**config.mk**
```make
export PLATFORM = sky130hd
export DESIGN_NAME = sifhTop
export DESIGN_NICKNAME = d
export VERILOG_FILES = /design/src/hw/sifhPkg.sv /design/src/hw/sampleFramer.sv /design/src/hw/histMem.sv /design/src/hw/histBuilderFsm.sv /design/src/hw/peakFinder.sv /design/src/hw/sifhTop.sv
export VERILOG_INCLUDE_DIRS = /design/src /design/src/hw
export SDC_FILE = /design/constraint.sdc
export NUM_CORES = 1
export LEC_CHECK = 0
export ABC_AREA = 1
export BUFFER_PORTS_ARGS = -buffer_cell sky130_fd_sc_hd__buf_4
export CORE_UTILIZATION = 45
export CTS_CLUSTER_SIZE = 14
export DETAILED_ROUTE_END_ITERATION = 16
export SLEW_MARGIN = 30
export SYNTH_ARGS = -nofsm -noshare
export SYNTH_HDL_FRONTEND = slang
export SYNTH_HIERARCHICAL = 1
export SYNTH_SLANG_ARGS = --single-unit
```
**constraint.sdc**
```tcl
create_clock -name clk -period 4.1 [get_ports clk]
set_input_delay 0.82 -clock clk [delete_from_list [all_inputs] [get_ports clk]]
set_output_delay 0.82 -clock clk [all_outputs]
set_load 0.01 [all_outputs]
```
**src/hw/sifh_defines.svh**
```systemverilog
`ifndef SIFH_DEFINES_SVH
`define SIFH_DEFINES_SVH

// timestamp width in bits
`define SIFH_NP 10

// upper timestamp bits that pick the bin
`define SIFH_BIN_BITS 5

// bins per histogram
`define SIFH_BIN_NUM (1 << `SIFH_BIN_BITS)

// bin counter width, saturates at all ones
`define SIFH_CNT_W 8

// acquisitions per pixel
`define SIFH_ACQ_NUM 4

// timestamps per acquisition
`define SIFH_DATA_NUM 8

// pixels per frame
`define SIFH_PIXEL_NUM 3

// pixel index width
`define SIFH_PIX_W 2

`endif

```
**src/hw/sifhPkg.sv**
```systemverilog
`default_nettype none

package sifhPkg;

    `include "sifh_defines.svh"

    // raw timestamp as it arrives
    typedef logic [`SIFH_NP-1:0] stamp_t;

    // bin index, top bits of a stamp
    typedef logic [`SIFH_BIN_BITS-1:0] bin_t;

    // per-bin hit counter
    typedef logic [`SIFH_CNT_W-1:0] count_t;

    // pixel position within a frame
    typedef logic [`SIFH_PIX_W-1:0] pixel_t;

    // builder: filling a bank, or stalled with both banks taken
    typedef enum logic {
        FILL,
        WAIT_BANK
    } builderState_e;

    // peak finder: scan, then four-phase result handshake
    typedef enum logic [1:0] {
        IDLE,
        SCAN,
        REQ,
        ACK_WAIT
    } peakState_e;

endpackage

`default_nettype wire

```
**src/hw/sampleFramer.sv**
```systemverilog
`timescale 1ns/1ns
`default_nettype none
`include "sifh_defines.svh"

module sampleFramer
    import sifhPkg::*;
(
    input  wire logic clk,
    input  wire logic rst,
    input  wire logic accept,
    output logic      sampleLast,
    output pixel_t    pixel
);

    // counter widths from the frame shape
    localparam int DATA_W = $clog2(`SIFH_DATA_NUM);
    localparam int ACQ_W  = $clog2(`SIFH_ACQ_NUM);

    // sample within acquisition
    logic [DATA_W-1:0] dataCnt;
    // acquisition within pixel
    logic [ACQ_W-1:0]  acqCnt;

    logic lastData;
    logic lastAcq;
    logic lastPixel;

    // end-of-range decodes
    assign lastData  = (dataCnt == DATA_W'(`SIFH_DATA_NUM - 1));
    assign lastAcq   = (acqCnt == ACQ_W'(`SIFH_ACQ_NUM - 1));
    assign lastPixel = (pixel == pixel_t'(`SIFH_PIXEL_NUM - 1));

    // current sample closes its pixel
    assign sampleLast = lastData && lastAcq;

    always_ff @(posedge clk) begin
        if (rst) begin
            dataCnt <= '0;
            acqCnt  <= '0;
            pixel   <= '0;
        end else if (accept) begin
            // innermost counter steps on every accepted sample
            if (lastData) begin
                dataCnt <= '0;
            end else begin
                dataCnt <= dataCnt + 1'b1;
            end

            // acquisition steps when its samples are done
            if (lastData) begin
                if (lastAcq) begin
                    acqCnt <= '0;
                end else begin
                    acqCnt <= acqCnt + 1'b1;
                end
            end

            // pixel steps at end of pixel, wraps at frame end
            if (lastData && lastAcq) begin
                if (lastPixel) begin
                    pixel <= '0;
                end else begin
                    pixel <= pixel + 1'b1;
                end
            end
        end
    end

endmodule

`default_nettype wire

```
**src/hw/histMem.sv**
```systemverilog
`timescale 1ns/1ns
`default_nettype none
`include "sifh_defines.svh"

module histMem
    import sifhPkg::*;
(
    input  wire logic   clk,
    input  wire logic   rst,
    input  wire logic   updEn,
    input  wire logic   updBank,
    input  wire bin_t   updBin,
    input  wire count_t updCount,
    input  wire logic   rdBank,
    input  wire bin_t   rdBin,
    output count_t      rdCount,
    input  wire logic   scanBank,
    input  wire bin_t   scanBin,
    input  wire logic   scanClr,
    output count_t      scanCount
);

    // post-reset sweep that zeroes both banks
    logic clrActive;
    bin_t clrIdx;

    // unregistered bank outputs, muxed below
    count_t bankRd   [2];
    count_t bankScan [2];

    always_ff @(posedge clk) begin
        if (rst) begin
            clrActive <= 1'b1;
            clrIdx    <= '0;
        end else if (clrActive) begin
            clrIdx <= clrIdx + 1'b1;
            if (clrIdx == bin_t'(`SIFH_BIN_NUM - 1)) begin
                clrActive <= 1'b0;
            end
        end
    end

    for (genvar b = 0; b < 2; b++) begin : gBank
        count_t cells [`SIFH_BIN_NUM];
        logic   zeroWr;
        logic   updWr;
        bin_t   zeroIdx;

        // scan port only ever writes zero
        assign zeroWr  = clrActive || (scanClr && (scanBank == 1'(b)));
        assign updWr   = updEn && (updBank == 1'(b));
        assign zeroIdx = clrActive ? clrIdx : scanBin;

        // builder and scanner never own the same bank
        always_ff @(posedge clk) begin
            if (zeroWr) begin
                cells[zeroIdx] <= '0;
            end else if (updWr) begin
                cells[updBin] <= updCount;
            end
        end

        assign bankRd[b]   = cells[rdBin];
        assign bankScan[b] = cells[scanBin];
    end

    // registered reads, old value on a same-cycle write
    always_ff @(posedge clk) begin
        rdCount   <= bankRd[rdBank];
        scanCount <= bankScan[scanBank];
    end

endmodule

`default_nettype wire

```
**src/hw/histBuilderFsm.sv**
```systemverilog
`timescale 1ns/1ns
`default_nettype none
`include "sifh_defines.svh"

module histBuilderFsm
    import sifhPkg::*;
(
    input  wire logic   clk,
    input  wire logic   rst,
    input  wire logic   wrEn,
    input  wire stamp_t data,
    output logic        ready,
    input  wire logic   sampleLast,
    input  wire pixel_t pixel,
    output logic        updEn,
    output logic        updBank,
    output bin_t        updBin,
    output count_t      updCount,
    output logic        rdBank,
    output bin_t        rdBin,
    input  wire count_t rdCount,
    output logic        bankFull,
    output logic        fullBank,
    output pixel_t      fullPixel,
    input  wire logic   bankFree
);

    builderState_e state;

    // bank being filled, and whether the scanner holds the other one
    logic fillBank;
    logic scanBusy;

    // mirrors the memory clear sweep after reset
    bin_t initCnt;
    logic initDone;

    logic   accept;
    logic   pixEnd;
    logic   hand;
    pixel_t lastPixel;

    // stage 1, read issued
    logic s1Valid;
    logic s1Bank;
    bin_t s1Bin;

    // write seen last cycle, not yet visible in rdCount
    logic   wrValid;
    logic   wrBank;
    bin_t   wrBin;
    count_t wrCount;
    count_t baseCount;

    // handoff delay so the last write lands before the scan
    logic   handV;
    logic   handBank;
    pixel_t handPixel;

    assign ready  = initDone && (state == FILL);
    assign accept = wrEn && ready;
    assign pixEnd = accept && sampleLast;

    // pass the filled bank on when the scanner is free
    assign hand = ((state == FILL) && pixEnd && (!scanBusy || bankFree))
               || ((state == WAIT_BANK) && bankFree);

    // bin is the top stamp bits
    assign rdBin  = data[`SIFH_NP-1 -: `SIFH_BIN_BITS];
    assign rdBank = fillBank;

    always_ff @(posedge clk) begin
        if (rst) begin
            state    <= FILL;
            fillBank <= 1'b0;
            scanBusy <= 1'b0;
            initCnt  <= '0;
            initDone <= 1'b0;
        end else begin
            if (!initDone) begin
                initCnt <= initCnt + 1'b1;
                if (initCnt == bin_t'(`SIFH_BIN_NUM - 1)) begin
                    initDone <= 1'b1;
                end
            end
            case (state)
                FILL: begin
                    // pixel done but other bank still scanning
                    if (pixEnd && !hand) begin
                        state <= WAIT_BANK;
                    end
                end
                WAIT_BANK: begin
                    if (bankFree) begin
                        state <= FILL;
                    end
                end
                default: state <= FILL;
            endcase
            if (hand) begin
                fillBank <= !fillBank;
                scanBusy <= 1'b1;
            end else if (bankFree) begin
                scanBusy <= 1'b0;
            end
        end
    end

    always_ff @(posedge clk) begin
        if (rst) begin
            s1Valid  <= 1'b0;
            wrValid  <= 1'b0;
            handV    <= 1'b0;
            bankFull <= 1'b0;
        end else begin
            s1Valid  <= accept;
            wrValid  <= updEn;
            handV    <= hand;
            bankFull <= handV;
        end
    end

    always_ff @(posedge clk) begin
        s1Bin     <= rdBin;
        s1Bank    <= fillBank;
        wrBin     <= updBin;
        wrBank    <= updBank;
        wrCount   <= updCount;
        if (pixEnd) begin
            lastPixel <= pixel;
        end
        handBank  <= fillBank;
        // framer has moved on once stalled
        handPixel <= (state == FILL) ? pixel : lastPixel;
        fullBank  <= handBank;
        fullPixel <= handPixel;
    end

    // stage 2, forward the previous write on a bin match
    always_comb begin
        if (wrValid && (wrBin == s1Bin) && (wrBank == s1Bank)) begin
            baseCount = wrCount;
        end else begin
            baseCount = rdCount;
        end
        // saturating increment
        if (baseCount == '1) begin
            updCount = baseCount;
        end else begin
            updCount = baseCount + 1'b1;
        end
    end

    assign updEn   = s1Valid;
    assign updBin  = s1Bin;
    assign updBank = s1Bank;

endmodule

`default_nettype wire

```
**src/hw/peakFinder.sv**
```systemverilog
`timescale 1ns/1ns
`default_nettype none
`include "sifh_defines.svh"

module peakFinder
    import sifhPkg::*;
(
    input  wire logic   clk,
    input  wire logic   rst,
    input  wire logic   bankFull,
    input  wire logic   fullBank,
    input  wire pixel_t fullPixel,
    output logic        scanBank,
    output bin_t        scanBin,
    output logic        scanClr,
    input  wire count_t scanCount,
    output logic        resReq,
    input  wire logic   resAck,
    output pixel_t      resPixel,
    output bin_t       resBin,
    output count_t      resCount,
    output logic        bankFree
);

    peakState_e state;

    // read address walking up through the bins
    bin_t binIdx;

    // bank and pixel owned for this scan
    logic   curBank;
    pixel_t curPixel;

    // compare stage, one cycle behind the read
    logic cmpValid;
    bin_t cmpBin;

    // running maximum
    bin_t   bestBin;
    count_t bestCount;

    assign scanBank = curBank;
    assign scanBin  = binIdx;
    // clear each bin in the same cycle it is read
    assign scanClr  = (state == SCAN);

    assign resPixel = curPixel;
    assign resBin   = bestBin;
    assign resCount = bestCount;

    // bank clean and handshake closed
    assign bankFree = (state == ACK_WAIT) && !resAck;

    always_ff @(posedge clk) begin
        if (rst) begin
            state    <= IDLE;
            binIdx   <= '0;
            resReq   <= 1'b0;
            cmpValid <= 1'b0;
        end else begin
            cmpValid <= (state == SCAN);
            case (state)
                IDLE: begin
                    if (bankFull) begin
                        binIdx <= '0;
                        state  <= SCAN;
                    end
                end
                SCAN: begin
                    binIdx <= binIdx + 1'b1;
                    if (binIdx == bin_t'(`SIFH_BIN_NUM - 1)) begin
                        state <= REQ;
                    end
                end
                REQ: begin
                    // first cycle here drains the compare stage
                    if (!resReq && !resAck) begin
                        resReq <= 1'b1;
                    end else if (resReq && resAck) begin
                        resReq <= 1'b0;
                        state  <= ACK_WAIT;
                    end
                end
                ACK_WAIT: begin
                    if (!resAck) begin
                        state <= IDLE;
                    end
                end
                default: state <= IDLE;
            endcase
        end
    end

    always_ff @(posedge clk) begin
        cmpBin <= binIdx;
        if ((state == IDLE) && bankFull) begin
            curBank   <= fullBank;
            curPixel  <= fullPixel;
            bestBin   <= '0;
            bestCount <= '0;
        end else if (cmpValid && (scanCount > bestCount)) begin
            // strictly larger only, lowest bin wins a tie
            bestBin   <= cmpBin;
            bestCount <= scanCount;
        end
    end

endmodule

`default_nettype wire

```
**src/hw/sifhTop.sv**
```systemverilog
`timescale 1ns/1ns
`default_nettype none

module sifhTop
    import sifhPkg::*;
(
    input  wire logic   clk,
    input  wire logic   rst,
    input  wire logic   wrEn,
    input  wire stamp_t data,
    output logic        ready,
    output logic        resReq,
    input  wire logic   resAck,
    output pixel_t      resPixel,
    output bin_t        resBin,
    output count_t      resCount
);

    // framer to builder
    logic   accept;
    logic   sampleLast;
    pixel_t pixel;

    // builder to memory update port
    logic   updEn;
    logic   updBank;
    bin_t   updBin;
    count_t updCount;
    logic   rdBank;
    bin_t   rdBin;
    count_t rdCount;

    // bank handoff between builder and peak finder
    logic   bankFull;
    logic   fullBank;
    pixel_t fullPixel;
    logic   bankFree;

    // peak finder to memory scan port
    logic   scanBank;
    bin_t   scanBin;
    logic   scanClr;
    count_t scanCount;

    // framer advances only on accepted samples
    assign accept = wrEn && ready;

    sampleFramer sampleFramer_inst (
        .clk        (clk),
        .rst        (rst),
        .accept     (accept),
        .sampleLast (sampleLast),
        .pixel      (pixel)
    );

    histBuilderFsm histBuilderFsm_inst (
        .clk        (clk),
        .rst        (rst),
        .wrEn       (wrEn),
        .data       (data),
        .ready      (ready),
        .sampleLast (sampleLast),
        .pixel      (pixel),
        .updEn      (updEn),
        .updBank    (updBank),
        .updBin     (updBin),
        .updCount   (updCount),
        .rdBank     (rdBank),
        .rdBin      (rdBin),
        .rdCount    (rdCount),
        .bankFull   (bankFull),
        .fullBank   (fullBank),
        .fullPixel  (fullPixel),
        .bankFree   (bankFree)
    );

    histMem histMem_inst (
        .clk       (clk),
        .rst       (rst),
        .updEn     (updEn),
        .updBank   (updBank),
        .updBin    (updBin),
        .updCount  (updCount),
        .rdBank    (rdBank),
        .rdBin     (rdBin),
        .rdCount   (rdCount),
        .scanBank  (scanBank),
        .scanBin   (scanBin),
        .scanClr   (scanClr),
        .scanCount (scanCount)
    );

    peakFinder peakFinder_inst (
        .clk       (clk),
        .rst       (rst),
        .bankFull  (bankFull),
        .fullBank  (fullBank),
        .fullPixel (fullPixel),
        .scanBank  (scanBank),
        .scanBin   (scanBin),
        .scanClr   (scanClr),
        .scanCount (scanCount),
        .resReq    (resReq),
        .resAck    (resAck),
        .resPixel  (resPixel),
        .resBin    (resBin),
        .resCount  (resCount),
        .bankFree  (bankFree)
    );

endmodule

`default_nettype wire

```
==> summary.md <==
| Metric | Value |
|---|---|
| Area Overhead vs Synth | 11.0% |
| Post-synth EDFFs | 517 |
| ANT nets after route | 0 |
| Met2 Usage GRT | 0.434 |
| Tot GR Track Use | 0.272 |
| Clock transition at path regs | 0.06 ns |
| CORE AREA | 67300 µm² |
| Cells after synthesis | 3604 |
| Post-Synthesis Net Count | 3642 |
| Pin count of the biggest net entering global routing | 156 |
| I/O Buffers | 25 |
| Synth warn | 6 |
| Peak supply drop | 0.000263 V |
| LEAKAGE | 14.0 nW |
| Detailed Place HPWL | 56100 µm |
| Post-Syn Area per Cell | 8.52 µm² |
| Hold Crit Class | reg2reg |
| First-pass GRT wire length | 143000 µm |
| Setup tns final | 0 ns |
| Maximum achievable frequency | 0.309 GHz |
| Gpl congestion | 0.884 |
| Crit path time final | 3.24 ns |
| Drt first pass iters | 5 |
| Status | completed |
| Clk sinks | 610 |
| Initial antenna violation count | 0 |
| Mapped Area | 30700 µm² |
| Clock Tree Root | clkbuf_16 |
| Final Hold Viols | 0 |
| Critical path fanouts, max | 11 |
| Via count | 25400 |
| Die area | 69300 µm² |
| Fin. max-slew vios | 0 |
| Headroom to the max-slew limit | 0.273 |
| Drt wl/cell | 21.1 µm |
| Chip height | 263 µm |
| Multi-input gate area | 11700 µm² |
| Drt total wl | 95100 µm |
| Net count, final | 3622 |
| Fraction of layout cells with a size suffix above 1 | 0.0918 |
| Starting Density | 0.456 |
| Power per Cell Area | 434 nW/µm² |
| Std cell rows | 95 |
| Critical path class | reg2reg |
| Post-synth ARST share | 0 |
| CP arrival | 3.46 ns |
| Vias in the first global route | 24200 |
| Global routing's busiest layer | met2 |
| Overall die width | 263 µm |
| Setup crit start kind | flop |
| Layout fillers | 6233 |
| Sequential standard cell area | 17400 µm² |
| Pre-CTS setup slack | 0.874 ns |
| Hold Buf Count CTS | 0 |
| Synth top area cells | edfxtp_1, nand2_1, nand3_1 |
| Worst Path Required | 4.32 ns |
| Final worst-path cycle share | 0.789 |
| Synth Flop Type | edfxtp_1 |
| Total CTS buffers | 69 |
| Post-CTS setup buffer count | 0 |
| Routing usage on met3 | 0.0466 |
| Layout Skew | 0.0259 ns |
| Post-CTS Resized | 0 |
| Detailed Route Iter0 Violations | 2398 |
| DRC Markers | 0 |
| Sequential share of the synthesized area | 0.566 |
| GRT Residual Overflow | 0 |
| Max Cap Violations | 0 |
| Area leader, netlist | edfxtp_1 |
| Worst slew pin tran | 1.09 ns |
| Crit end category | flop |
| RSZ-0062 raised after global routing | false |
| CTS max path bufs | 3 |
| Clock tree from TritonCTS | done |
| Post-synth top area share | 0.506 |
| IO Pins | 31 |
| Distinct cells, synth | 39 |
| Worst skew pair latency | 0.61 ns |
| Diodes inserted | 0 |
| Fin worst setup slack | 0.865 ns |
| Met1 GRT Util | 0.364 |
| Final setup vio count | 0 |
| Via/cell ratio | 5.63 |
| #FFs+latches synth | 610 |
| CTS H-Tree Depth | 3 |
[power by group]
group	total, mW	internal (mW)	leakage, nW	switching (mW)
clock network	5.93	3.47	1.05	2.45
registers	6.94	6.82	5.58	0.123
logic	1.92	0.599	7.35	1.32
total	14.8	10.9	14.0	3.90
[synth_stat cells, types with 9 or more instances]
cell      instances
nand2_1        1422
nand3_1         896
edfxtp_1        517
nor2_1          141
buf_2           127
inv_1           117
dfxtp_1          93
clkbuf_1         51
buf_1            43
a21oi_1          34
ha_1             24
o21ai_0          18
nand2_2          16
inv_2            12
nor3_1           12
buf_6             9
nand2_4           9
nand3_2           9
o21ai_2           9
[state kept, by name (all words and copies together), names as in the netlist, 8 cells and up]
register	flops
histMem_inst/gBank.cells	512
histMem_inst/rdCount	8
histBuilderFsm_inst/wrCount	8
histMem_inst/scanCount	8
peakFinder_inst/resCount	8
[cells in the final DEF (no fill, tap or decap), drive strengths merged, types with 21 or more instances in the layout]
master  netlist  final
nor2        154    154
a21oi        34     34
buf         185    144
edfxtp      517    517
clkbuf       51    101
dfxtp        93     93
inv         130    132
ha           24     24
o21ai        34     34
nand3       907    907
nand2      1447   1447
clkinv        1     21
[kinds of logic after synthesis]
group / count (synthesis) / share of synthesized area
buffers and inverters: 367 / 0.0531
adder cells (fa/ha/maj): 24 / 0.00978
flip-flops: 610 / 0.566
AND/OR/NAND/NOR: 2524 / 0.355
AO/OA/AOI/OAI: 79 / 0.0152
[layer usage]
layer / part of all wire / wire (µm)
met3: 0.086 / 8190
met4: 0.039 / 3690
met5: 0 / 0
met1: 0.41 / 39200
met2: 0.46 / 44000
[path summary, 6_finish.rpt]
kind	startpoint	to	slack, ns	cells after the start
hold / removal	histBuilderFsm_inst/handPixel[1]$_DFF_P_	histBuilderFsm_inst/fullPixel[1]$_DFF_P_	0.33	0
setup reg to reg	peakFinder_inst/state[1]$_SDFFE_PP0P_	histMem_inst/gBank[1].cells[8][7]$_DFFE_PP_	0.86	11
setup / recovery	peakFinder_inst/state[1]$_SDFFE_PP0P_	histMem_inst/gBank[1].cells[8][7]$_DFFE_PP_	0.86	11
hold reg to reg	histBuilderFsm_inst/handPixel[1]$_DFF_P_	histBuilderFsm_inst/fullPixel[1]$_DFF_P_	0.33	0
[critical path: stages (launching register included)]
cell	delay, ns
dfxtp_1	0.33
inv_1	0.11
ha_1	0.38
nand2_4	0.09
nand2_4	0.11
nor2_8	0.05
inv_2	0.26
or2_1	0.16
o21ai_2	0.08
nor2_1	0.21
nand2_1	0.20
nor2_1	0.86
[cell type report]
class,instances,area share
clock buffer,100,0.0568
clock inverter,25,0.00620
inverter,131,0.0151
multi-input combinational,2627,0.344
sequential,610,0.510
tap,873,0.0320
timing repair buffer,145,0.0355
[metrics by stage]
stage          power [mW]  instances  utilization  hold WS (ns)  cell area [µm²]
2_1_floorplan        8.40       3604            -         0.310            30700
3_3_place_gp         8.96       4386        0.475         0.311            31900
3_5_place_dp         8.97       4386        0.475         0.316            31900
4_1_cts              14.9       4511        0.507         0.330            34100
5_1_grt              15.4       4511        0.507         0.339            34100
6_report             14.8       4511        0.507         0.327            34100
Note: power is estimated with default switching activity, not from simulation.
